## config.mk

```make
export PLATFORM = sky130hd
export DESIGN_NAME = x86_predec_top
export DESIGN_NICKNAME = d
export VERILOG_FILES = /design/src/x86_predec_pkg.sv /design/src/prefix_scan.sv /design/src/opcode_locate.sv /design/src/opcode_tables.sv /design/src/modrm_fields.sv /design/src/x86_predec_top.sv
export VERILOG_INCLUDE_DIRS = /design/src
export SDC_FILE = /design/constraint.sdc
export NUM_CORES = 1
export LEC_CHECK = 0
export ABC_AREA = 1
export BUFFER_PORTS_ARGS = -buffer_cell sky130_fd_sc_hd__buf_4
export CORE_ASPECT_RATIO = 0.5
export CORE_MARGIN = 2
export CORE_UTILIZATION = 35
export CTS_BUF_LIST = sky130_fd_sc_hd__clkbuf_8
export CTS_CLUSTER_SIZE = 14
export DETAILED_ROUTE_END_ITERATION = 12
export MAX_ROUTING_LAYER = met4
export PLACE_DENSITY_LB_ADDON = 0.08
export REMOVE_ABC_BUFFERS = 1
export SYNTH_ARGS = -nofsm -noshare
export SYNTH_HDL_FRONTEND = slang
export SYNTH_HIERARCHICAL = 1
export SYNTH_SLANG_ARGS = --single-unit
```

## constraint.sdc

```tcl
create_clock -name clk -period 2.31 [get_ports clk]
set_input_delay 0.462 -clock clk [delete_from_list [all_inputs] [get_ports clk]]
set_output_delay 0.462 -clock clk [all_outputs]
set_load 0.05 [all_outputs]
```

## src/x86_predec_consts.svh

```systemverilog
// Predecoder constants: window size, prefix limit and the recognised byte values
`ifndef X86_PREDEC_CONSTS_SVH
`define X86_PREDEC_CONSTS_SVH

// Bytes seen per instruction window
`define PREDEC_WINDOW_BYTES 6

// Longest legacy prefix chain that is decoded
`define PREDEC_MAX_PREFIX 3

// Operand size override
`define BYTE_OPSIZE 8'h66

// REPNE
`define BYTE_REPNE 8'hF2

// Segment overrides
`define BYTE_SEG_CS 8'h2E
`define BYTE_SEG_SS 8'h36
`define BYTE_SEG_DS 8'h3E
`define BYTE_SEG_ES 8'h26
`define BYTE_SEG_FS 8'h64
`define BYTE_SEG_GS 8'h65

// Two-byte opcode escape
`define BYTE_ESCAPE 8'h0F

`endif

```

## src/x86_predec_pkg.sv

```systemverilog
// Predecoder shared types: window, prefix and immediate kinds, stage and result structs
`include "x86_predec_consts.svh"

package x86_predec_pkg;

	// Byte 0 is the first byte of the instruction
	typedef logic [`PREDEC_WINDOW_BYTES-1:0][7:0] window_t;

	typedef enum logic [1:0] {
		PFX_NONE,
		PFX_OPSIZE,
		PFX_SEG,
		PFX_REPNE
	} prefix_kind_e;

	typedef enum logic [1:0] {
		IMM_NONE,
		IMM8,
		IMM16,
		IMM32
	} imm_kind_e;

	typedef struct packed {
		logic [1:0] prefix_count;
		logic       has_opsize;
		logic       has_seg;
		logic       has_repne;
		logic [7:0] seg_byte;
	} prefix_info_t;

	typedef struct packed {
		logic [7:0] opcode;
		logic       two_byte;
		logic [7:0] op_ext;
		// No ModRM possible after a full prefix chain
		logic       modrm_allowed;
		logic [7:0] modrm;
		logic [7:0] sib;
	} opcode_info_t;

	// Stage 1 to stage 2 register
	typedef struct packed {
		prefix_info_t prefixes;
		opcode_info_t opcode_info;
	} stage1_t;

	typedef struct packed {
		prefix_info_t prefixes;
		logic [7:0]   opcode;
		logic         two_byte;
		logic [7:0]   op_ext;
		logic         has_modrm;
		logic [7:0]   modrm;
		logic [7:0]   sib;
		logic         has_sib;
		logic         has_disp8;
		logic         has_disp32;
		imm_kind_e    imm;
	} predec_result_t;

endpackage

```

## src/prefix_scan.sv

```systemverilog
// Legacy prefix chain scan: prefix count, prefix flags and segment override byte
`timescale 1ns/100ps
`include "x86_predec_consts.svh"

module prefix_scan import x86_predec_pkg::*; (
	input  window_t      window,
	output prefix_info_t prefixes
);

	prefix_kind_e kind [`PREDEC_MAX_PREFIX];

	function automatic prefix_kind_e classify(input logic [7:0] b);
		case (b)
			`BYTE_OPSIZE: return PFX_OPSIZE;
			`BYTE_REPNE:  return PFX_REPNE;
			`BYTE_SEG_CS, `BYTE_SEG_SS, `BYTE_SEG_DS,
			`BYTE_SEG_ES, `BYTE_SEG_FS, `BYTE_SEG_GS: return PFX_SEG;
			default:      return PFX_NONE;
		endcase
	endfunction

	always_comb begin
		for (int i = 0; i < `PREDEC_MAX_PREFIX; i++) begin
			kind[i] = classify(window[i]);
		end
	end

	// A byte counts only while every earlier byte was a prefix too
	always_comb begin
		logic chain;
		prefixes = '0;
		chain = 1'b1;
		for (int i = 0; i < `PREDEC_MAX_PREFIX; i++) begin
			chain = chain && (kind[i] != PFX_NONE);
			if (chain) begin
				prefixes.prefix_count = prefixes.prefix_count + 2'd1;
				case (kind[i])
					PFX_OPSIZE: prefixes.has_opsize = 1'b1;
					PFX_REPNE:  prefixes.has_repne = 1'b1;
					PFX_SEG: begin
						prefixes.has_seg = 1'b1;
						// Several overrides merge bitwise
						prefixes.seg_byte = prefixes.seg_byte | window[i];
					end
					default: ;
				endcase
			end
		end
	end

endmodule

```

## src/opcode_locate.sv

```systemverilog
// Opcode locator: opcode byte, 0F escape, extension byte, ModRM and SIB byte selection
`timescale 1ns/100ps
`include "x86_predec_consts.svh"

module opcode_locate import x86_predec_pkg::*; (
	input  window_t      window,
	input  prefix_info_t prefixes,
	output opcode_info_t opcode_info
);

	logic [2:0] opc_idx;
	logic [2:0] modrm_idx;
	logic [2:0] sib_idx;
	logic       escape;

	// Opcode sits right after the counted prefixes
	assign opc_idx = 3'(prefixes.prefix_count);
	assign escape = (window[opc_idx] == `BYTE_ESCAPE);

	// ModRM follows the opcode, one byte later again after an escape
	assign modrm_idx = opc_idx + 3'd1 + 3'(escape);
	assign sib_idx = modrm_idx + 3'd1;

	always_comb begin
		opcode_info.opcode = window[opc_idx];
		opcode_info.two_byte = escape;
		opcode_info.op_ext = escape ? window[opc_idx + 3'd1] : 8'h00;
		opcode_info.modrm_allowed = (prefixes.prefix_count < `PREDEC_MAX_PREFIX);
		opcode_info.modrm = window[modrm_idx];
		// SIB slot can run past the end of the window
		if (sib_idx < `PREDEC_WINDOW_BYTES) begin
			opcode_info.sib = window[sib_idx];
		end else begin
			opcode_info.sib = 8'h00;
		end
	end

endmodule

```

## src/opcode_tables.sv

```systemverilog
// Opcode tables: ModRM presence and immediate size per opcode
`timescale 1ns/100ps

module opcode_tables import x86_predec_pkg::*; (
	input  opcode_info_t opcode_info,
	input  logic         has_opsize,
	output logic         has_modrm,
	output imm_kind_e    imm
);

	logic modrm_hit;
	logic imm8_hit;
	logic full_hit;
	logic imm16_hit;

	always_comb begin
		modrm_hit = 1'b0;
		if (opcode_info.two_byte) begin
			case (opcode_info.op_ext)
				8'h42, 8'h6F, 8'h70, 8'h7F, 8'hB0, 8'hB1,
				8'hED, 8'hFD, 8'hFE: modrm_hit = 1'b1;
				default: modrm_hit = 1'b0;
			endcase
		end else begin
			case (opcode_info.opcode) inside
				[8'h00:8'h03], [8'h08:8'h0B], [8'h20:8'h23],
				8'h80, 8'h81, 8'h83, [8'h86:8'h8C], 8'h8E, 8'h8F,
				8'hC0, 8'hC1, 8'hC6, 8'hC7, [8'hD0:8'hD3],
				8'hF6, 8'hF7, 8'hFE, 8'hFF: modrm_hit = 1'b1;
				default: modrm_hit = 1'b0;
			endcase
		end
	end

	assign has_modrm = modrm_hit && opcode_info.modrm_allowed;

	always_comb begin
		imm8_hit = 1'b0;
		full_hit = 1'b0;
		imm16_hit = 1'b0;
		if (opcode_info.two_byte) begin
			case (opcode_info.op_ext)
				// PSHUFW
				8'h70: imm8_hit = 1'b1;
				// Near Jcc rel
				8'h85, 8'h87: full_hit = 1'b1;
				default: ;
			endcase
		end else begin
			case (opcode_info.opcode) inside
				8'h04, 8'h0C, 8'h24, 8'h6A, 8'h75, 8'h77, 8'h80, 8'h83,
				[8'hB0:8'hB7], 8'hC0, 8'hC1, 8'hC6, 8'hEB: imm8_hit = 1'b1;
				8'h05, 8'h0D, 8'h25, 8'h68, 8'h81, [8'hB8:8'hBF],
				8'hC7, 8'hE8, 8'hE9: full_hit = 1'b1;
				// RET imm16 ignores operand size
				8'hC2, 8'hCA: imm16_hit = 1'b1;
				default: ;
			endcase
		end
	end

	always_comb begin
		if (imm8_hit) begin
			imm = IMM8;
		end else if (imm16_hit || (full_hit && has_opsize)) begin
			imm = IMM16;
		end else if (full_hit) begin
			imm = IMM32;
		end else begin
			imm = IMM_NONE;
		end
	end

endmodule

```

## src/modrm_fields.sv

```systemverilog
// ModRM field decode: SIB and displacement needs
`timescale 1ns/100ps

module modrm_fields (
	input  logic [7:0] modrm,
	input  logic       has_modrm,
	output logic       has_sib,
	output logic       has_disp8,
	output logic       has_disp32
);

	logic [1:0] mod_f;
	logic [2:0] rm_f;

	assign mod_f = modrm[7:6];
	assign rm_f = modrm[2:0];

	// SIB escape through rm 100 on memory forms
	assign has_sib = has_modrm && (rm_f == 3'b100) && (mod_f != 2'b11);

	assign has_disp8 = has_modrm && (mod_f == 2'b01);

	// mod 00 rm 101 is plain disp32 addressing
	assign has_disp32 = has_modrm &&
		((mod_f == 2'b10) || ((mod_f == 2'b00) && (rm_f == 3'b101)));

endmodule

```

## src/x86_predec_top.sv

```systemverilog
// Predecoder top: two pipeline stages, valid/ready stream handshake and decode instances
`timescale 1ns/100ps

module x86_predec_top import x86_predec_pkg::*; (
	input  logic           clk,
	input  logic           arst_n,
	input  logic           in_valid,
	output logic           in_ready,
	input  window_t        in_window,
	output logic           out_valid,
	input  logic           out_ready,
	output predec_result_t out_result
);

	prefix_info_t   prefixes;
	opcode_info_t   opcode_info;
	stage1_t        s1_q;
	logic           s1_valid;
	logic           advance;
	logic           has_modrm;
	logic           has_sib;
	logic           has_disp8;
	logic           has_disp32;
	imm_kind_e      imm;
	predec_result_t result_d;

	// Whole pipeline moves or holds as one
	assign advance = !out_valid || out_ready;
	assign in_ready = advance;

	// Stage 1
	prefix_scan u_prefix_scan (
		.window   (in_window),
		.prefixes (prefixes)
	);

	opcode_locate u_opcode_locate (
		.window      (in_window),
		.prefixes    (prefixes),
		.opcode_info (opcode_info)
	);

	always_ff @(posedge clk or negedge arst_n) begin
		if (!arst_n) begin
			s1_valid <= 1'b0;
			out_valid <= 1'b0;
		end else if (advance) begin
			s1_valid <= in_valid;
			out_valid <= s1_valid;
		end
	end

	always_ff @(posedge clk) begin
		if (advance && in_valid) begin
			s1_q.prefixes <= prefixes;
			s1_q.opcode_info <= opcode_info;
		end
	end

	// Stage 2
	opcode_tables u_opcode_tables (
		.opcode_info (s1_q.opcode_info),
		.has_opsize  (s1_q.prefixes.has_opsize),
		.has_modrm   (has_modrm),
		.imm         (imm)
	);

	modrm_fields u_modrm_fields (
		.modrm      (s1_q.opcode_info.modrm),
		.has_modrm  (has_modrm),
		.has_sib    (has_sib),
		.has_disp8  (has_disp8),
		.has_disp32 (has_disp32)
	);

	always_comb begin
		result_d.prefixes = s1_q.prefixes;
		result_d.opcode = s1_q.opcode_info.opcode;
		result_d.two_byte = s1_q.opcode_info.two_byte;
		result_d.op_ext = s1_q.opcode_info.op_ext;
		result_d.has_modrm = has_modrm;
		result_d.modrm = s1_q.opcode_info.modrm;
		result_d.sib = s1_q.opcode_info.sib;
		result_d.has_sib = has_sib;
		result_d.has_disp8 = has_disp8;
		result_d.has_disp32 = has_disp32;
		result_d.imm = imm;
	end

	// Held under back-pressure since advance is low
	always_ff @(posedge clk) begin
		if (advance && s1_valid) begin
			out_result <= result_d;
		end
	end

endmodule

```

==> impl_metrics.json, run 1 <==
{
  "status": "complete, but fails checks",
  "failed_checks": "setup timing",
  "leakage_uw": 0.00435,
  "io_buffers": 105,
  "crit_fanout": 6,
  "yosysTopAreaCell": "edfxtp_1",
  "die_x_um": 192,
  "final_util_pct": 54.9,
  "wirelength_mm": 20.8,
  "antenna_found_initial": 0,
  "finalCritPeriodShare_pct": 148,
  "yosys_most_used_dff": "edfxtp_1",
  "clock_skew_ns": 0.0119,
  "drt_iter0_drc": 427,
  "drive_gt1_share_pct": 46.7,
  "post-route-cell-area_mm2": 0.00953,
  "crit_top_cell": "nand2_1",
  "ant_nets": 0,
  "rsz0062_at_grt": "yes",
  "cts_sinks": 101,
  "grt_pass1_vias": 5904,
  "clock_latency_ns": 0.39,
  "cts_root_buf": "clkbuf_8",
  "die_h_um": 98.2,
  "crit_slowest_cell": "fa_2",
  "critPathMaxStageDelay_ns": 0.60,
  "crit_type": "in2reg",
  "num_rows": 34,
  "ios": 106,
  "drc": 0,
  "hold_viol": 0,
  "finalMaxSlewViolations": 0,
  "core_area_mm2": 0.0174,
  "finalNetCount": 1091,
  "place_hpwl_mm": 14.7,
  "ir_worst_vdd_mv": 0.317,
  "dr.pass1.iters": 5,
  "cts_buffer_depth": 2,
  "critPathArrivalTime_ns": 3.65,
  "grt_max_degree": 53,
  "worst_slack_ns": -1.10,
  "avgSynthCellArea_um2": 8.19,
  "dp_slack_ns": -1.69,
  "min_period_ns": 3.41,
  "cp_top_family": "simple AND/OR/NAND/NOR gates",
  "grt_usage_pct": 23.0,
  "netlist.area_leader.share_pct": 47.9,
  "h-tree-depth": 3,
  "area_delta_synth_final_pct": 53.6,
  "cts_tree": "done",
  "synth-seq-cells": 101,
  "vias": 6267,
  "yosysSeqAreaShare_pct": 48.7,
  "cap_violations": 0,
  "yosys-top-cells-area": "edfxtp_1, nand2_1, inv_1",
  "gp_congestion": 0.898,
  "cp.required_ns": 2.55,
  "clkSlewWorstSetupHoldPaths_ns": 0.12,
  "ys_types": 39,
  "wire_per_inst_um": 16.4,
  "yosysWarningCount": 6,
  "finalSetupTns_ns": -20.54,
  "min_path_type": "in2reg",
  "cp-start-kind": "input pin",
  "viasPerCell": 4.92,
  "setup_viol": 27,
  "dpl_cell_area_mm2": 0.00805,
  "end_kind": "flip-flop",
  "synth_area_mm2": 0.00620,
  "clock.fmax_ghz": 0.293,
  "async_reset_ff_share_pct": 1.98,
  "synth_edf_count": 99,
  "antenna_cells": 0,
  "power_density_mw_per_mm2": 511,
  "grt_overflow": 0,
  "fp.dieArea_mm2": 0.0189,
  "syn_inst": 758,
  "cts_made_buffers": 9,
  "grt_pass1_wl_mm": 32.1,
  "critPathBufInv": 8,
  "start_util_pct": 35.7
}
## Yosys cell counts, types with 2 or more instances
library cell    n
ha_1            3
buf_2           8
inv_2          10
nand3_2         5
o21ai_0        56
edfxtp_1       99
nand2_1       176
nand2_2        20
dfrtp_1         2
o211ai_1       20
clkbuf_1        7
a21oi_2         2
nand3_1        55
nand4_1        11
o21ai_1        10
nor2_1         82
buf_6           6
a21oi_1        46
nor2_2         15
buf_12          2
nand2_4         5
nor2_4          3
inv_1          95
buf_4           5
## layout by cell type (no fill, tap or decap), types with 2 or more instances in the layout
| cell | synthesis | layout |
|---|---|---|
| buf_6 | 6 | 19 |
| nand3_2 | 5 | 17 |
| nor2_4 | 3 | 18 |
| nor2_2 | 15 | 14 |
| inv_4 | 1 | 7 |
| o21ai_2 | 0 | 8 |
| nand3_1 | 55 | 43 |
| nand2_1 | 176 | 137 |
| nand2_2 | 20 | 46 |
| nand4_1 | 11 | 11 |
| edfxtp_1 | 99 | 99 |
| dfrtp_1 | 2 | 2 |
| o211ai_1 | 20 | 20 |
| a21oi_1 | 46 | 27 |
| buf_8 | 0 | 4 |
| inv_2 | 10 | 13 |
| a21oi_2 | 2 | 20 |
| ha_4 | 0 | 3 |
| inv_1 | 95 | 81 |
| nand2_4 | 5 | 18 |
| inv_8 | 0 | 4 |
| o21ai_1 | 10 | 36 |
| o21ai_0 | 56 | 22 |
| buf_4 | 5 | 257 |
| inv_6 | 0 | 3 |
| nor2_1 | 82 | 68 |
| buf_12 | 2 | 10 |
| clkinv_8 | 0 | 3 |
| clkbuf_8 | 0 | 9 |
## power breakdown
group	leakage (uW)	switching, uW	total [uW]	internal [uW]
sequential	0.000974	78.3	2290	2210
combinational	0.00326	867	1390	521
clock	0.000107	751	1190	443
total	0.00435	1700	4870	3170
## state kept, by name, indices dropped and copies added, names as in the netlist
| register | count |
|---|---|
| out_result | 52 |
| result_d | 46 |
| out_valid | 1 |
| s1_q | 1 |
| s1_valid | 1 |
## worst paths after layout
kind	start	end	slack, ns	cells after the start
min	in_valid	s1_valid	0.28	3
min reg2reg	result_d[44]	out_result[44]	0.43	0
max reg2reg	result_d[35]	out_result[4]	0.37	11
max	in_window[8]	result_d[13]	-1.10	27
max in group asynchronous	arst_n	s1_valid	1.85	2
min in group asynchronous	arst_n	out_valid	0.37	2
## what timing repair did
action                                  in CTS  in global routing
hold buffers                                 1                  0
pin swaps                                   53                 75
endpoints found under the hold margin        2                  0
setup buffers                               58                 17
gates cloned                                 3                  1
endpoints found under the setup margin      24                 27
gates resized for setup                    116                117
## per-layer routing
layer  part of all wire [%]  routed length, um  GRT usage, %  vias up
met5                      0                  0             -        -
met4                    1.4                295          5.05        0
met3                    5.5               1140          3.09       23
met2                     43               8860          32.4      212
met1                     51              10500          34.7     2965
li1                       -                  -             -     3067
## stage by stage
step                      hold WS (ns)  instances  total power, uW
after floorplan                  0.166        730             2970
after global placement           0.246       1187             3490
after detailed placement         0.247       1187             3500
after CTS                        0.257       1265             4830
after global routing             0.247       1274             5100
final                            0.280       1274             4870
## kinds of logic (layout without fill, tap and decap cells)
kind of cell | Yosys count | count (layout) | share of synthesized area, %
AND/OR/NAND/NOR | 375 | 375 | 27.4
AO/OA/AOI/OAI | 140 | 140 | 12.5
buffers and inverters | 135 | 417 | 9.92
flip-flops | 101 | 101 | 48.7
adder cells (fa/ha/maj) | 4 | 4 | 0.928
XOR/XNOR | 2 | 2 | 0.403
other | 1 | 1 | 0.0604
## final cells by class
class	instances	area, um^2
fillers	1643	7830
multi-input cells	522	3080
flip-flops and latches	101	3020
repair buffers	292	2440
inverters	107	450
well taps	234	293
clock buffers	9	124
clock inverters	7	86.3
repair inverters	2	36.3
## worst min-delay path: cells and delay by family
kind | cells | cell delay (ns)
buf+inv | 1 | 0.09
simple gates | 2 | 0.09
Power figures use the tool's default switching activity.
==> run 2: changes to the inputs <==
- MAX_ROUTING_LAYER: met4 -> unset
==> run 2 against run 1 <==
Compared with the run above:
- the flow still finishes with violations (setup timing)
- sequential share of layout area is 0.18 points higher
- count of clock-buffer cells in the layout is 1 higher
- via count is 0.80% lower
- utilization is 0.30 points lower
- non-clock buffer count is 9 lower
- combinational power hardly changed
- die area stayed put
- global-route usage is 1.3 points lower
- final cell count is 0.71% lower
- highest routed layer unchanged
==> impl_metrics.json, run 2 (same netlist as run 1, synthesis figures left out) <==
{
  "status": "complete, but fails checks",
  "failed_checks": "setup timing",
  "cp-start-kind": "input pin",
  "min_period_ns": 3.38,
  "die_h_um": 98.2,
  "gp_congestion": 0.883,
  "clock_skew_ns": 0.00957,
  "fp.dieArea_mm2": 0.0189,
  "cts_root_buf": "clkbuf_8",
  "grt_max_degree": 53,
  "final_util_pct": 54.6,
  "rsz0062_at_grt": "yes",
  "antenna_cells": 0,
  "drc": 0,
  "post-route-cell-area_mm2": 0.00948,
  "critPathArrivalTime_ns": 3.55,
  "power_frac_seq_pct": 47.7,
  "crit_top_cell": "buf_4",
  "grt_pass1_vias": 5881,
  "wirelength_mm": 20.4,
  "setup_viol": 26,
  "core_area_mm2": 0.0174,
  "place_hpwl_mm": 14.6,
  "cp.required_ns": 2.48,
  "viasPerCell": 4.91,
  "cts_tree": "done",
  "critPathMaxStageDelay_ns": 0.29,
  "cts_made_buffers": 9,
  "dr_wl_met3_mm": 1.16,
  "antenna_found_initial": 0,
  "dp_slack_ns": -1.60,
  "critPathBufInv": 18,
  "maxUsedRoutingLayer": "met4",
  "final_common_cell": "buf_4",
  "cp_top_family": "buffers and inverters",
  "intPower_uw": 3170,
  "wl_met1_mm": 10.3,
  "drt_iter0_drc": 483,
  "fillers": 1641,
  "dpl_cell_area_mm2": 0.00802,
  "ios": 106,
  "clock.fmax_ghz": 0.296,
  "power_density_mw_per_mm2": 506,
  "start_util_pct": 35.7,
  "grt_overflow": 0,
  "grt_usage_pct": 21.7,
  "p_sw_share_pct": 33.9,
  "io_buffers": 105,
  "hold_viol": 0,
  "finalMaxSlewViolations": 0,
  "p_switching_uw": 1630,
  "ant_nets": 0,
  "area_delta_synth_final_pct": 52.7,
  "clkSlewWorstSetupHoldPaths_ns": 0.11,
  "power.share.combinational_pct": 28.4,
  "clock_latency_ns": 0.39,
  "final_cell_mix": "buf_4, nand2_1, edfxtp_1",
  "cts_sinks": 101,
  "cap_violations": 0,
  "top_register": "out_result",
  "grt_pass1_wl_mm": 31.4,
  "dr.pass1.iters": 6,
  "largest_register_ffs": 52,
  "leakage_uw": 0.00435,
  "cts_buffer_depth": 2,
  "num_rows": 34,
  "route.met2.wl_mm": 8.73,
  "crit_type": "in2reg",
  "wire_per_inst_um": 16.1,
  "min_path_type": "in2reg",
  "vias": 6217,
  "p_clk_share_pct": 23.9,
  "end_kind": "flip-flop",
  "drive_gt1_share_pct": 46.2,
  "h-tree-depth": 3,
  "die_x_um": 192,
  "crit_fanout": 8,
  "crit_slowest_cell": "o21a_4",
  "worst_slack_ns": -1.07,
  "ir_worst_vdd_mv": 0.311,
  "finalCritPeriodShare_pct": 146,
  "finalNetCount": 1082
}
[run 2: cell count changes in the layout (fill, tap and decap cells not counted), moves of 4 or more]
| cell | change |
|---|---|
| buf_4 | -16 |
| buf_6 | +5 |
| buf_8 | +4 |
| nor2_2 | -5 |
| nor2_4 | +6 |
[run 2: metal layers]
layer	global-route usage (%)	up-vias
met5	0	-
met4	5.40	0
met1	33.8	2945
met2	30.7	188
li1	-	3054
met3	3.81	30
[run 2: power by group through the flow]
stage	combinational [uW]	clock, uW	sequential, uW
CTS	1280	1190	2290
finish	1360	1140	2290
global route	1450	1260	2310
floorplan	345	0	2630
global placement	1160	0	2330
detailed placement	1170	0	2330
[run 2: final cells by class]
cell class	count	area, um^2	area share (%)
well taps	234	293	3.09
repair buffers	283	2390	25.2
clock buffers	10	138	1.45
flip-flops and latches	101	3020	31.9
multi-input cells	522	3100	32.7
clock inverters	6	65.1	0.687
inverters	107	453	4.78
repair inverters	2	17.5	0.185
[run 2: repair_timing]
action,in CTS,in global routing
buffers inserted,51,19
endpoints found under the hold margin,2,0
hold buffers,1,0
pin swaps,66,86
cloned,2,1
endpoints found under the setup margin,24,26
gates resized for setup,121,123
[run 2: path summary, 6_finish.rpt]
| check | start | endpoint | slack [ns] | depth (start not counted) |
|---|---|---|---|---|
| worst max-delay path | in_window[19] | result_d[31] | -1.07 | 26 |
| worst min-delay path | in_valid | s1_valid | 0.28 | 3 |
| worst max register to register | result_d[37] | out_result[4] | 0.36 | 11 |
| worst min register to register | result_d[7] | out_result[7] | 0.42 | 0 |
| max in group asynchronous | arst_n | out_valid | 1.85 | 2 |
| min in group asynchronous | arst_n | out_valid | 0.38 | 2 |
[run 2: per-stage QoR]
stage                     total power [uW]  instances  hold WS (ns)  TNS, ns
after CTS                             4760       1254         0.263   -16.56
after global placement                3490       1184         0.246   -28.59
after global routing                  5020       1265         0.267   -21.60
after floorplan                       2970        730         0.166   -86.24
after detailed placement              3490       1184         0.247   -29.57
final                                 4790       1265         0.278   -19.33
[run 2: tightest hold or removal path, cell delays in order]
cell and delay (ns):
buf_4 0.09, nand2_4 0.05, nand2_2 0.04
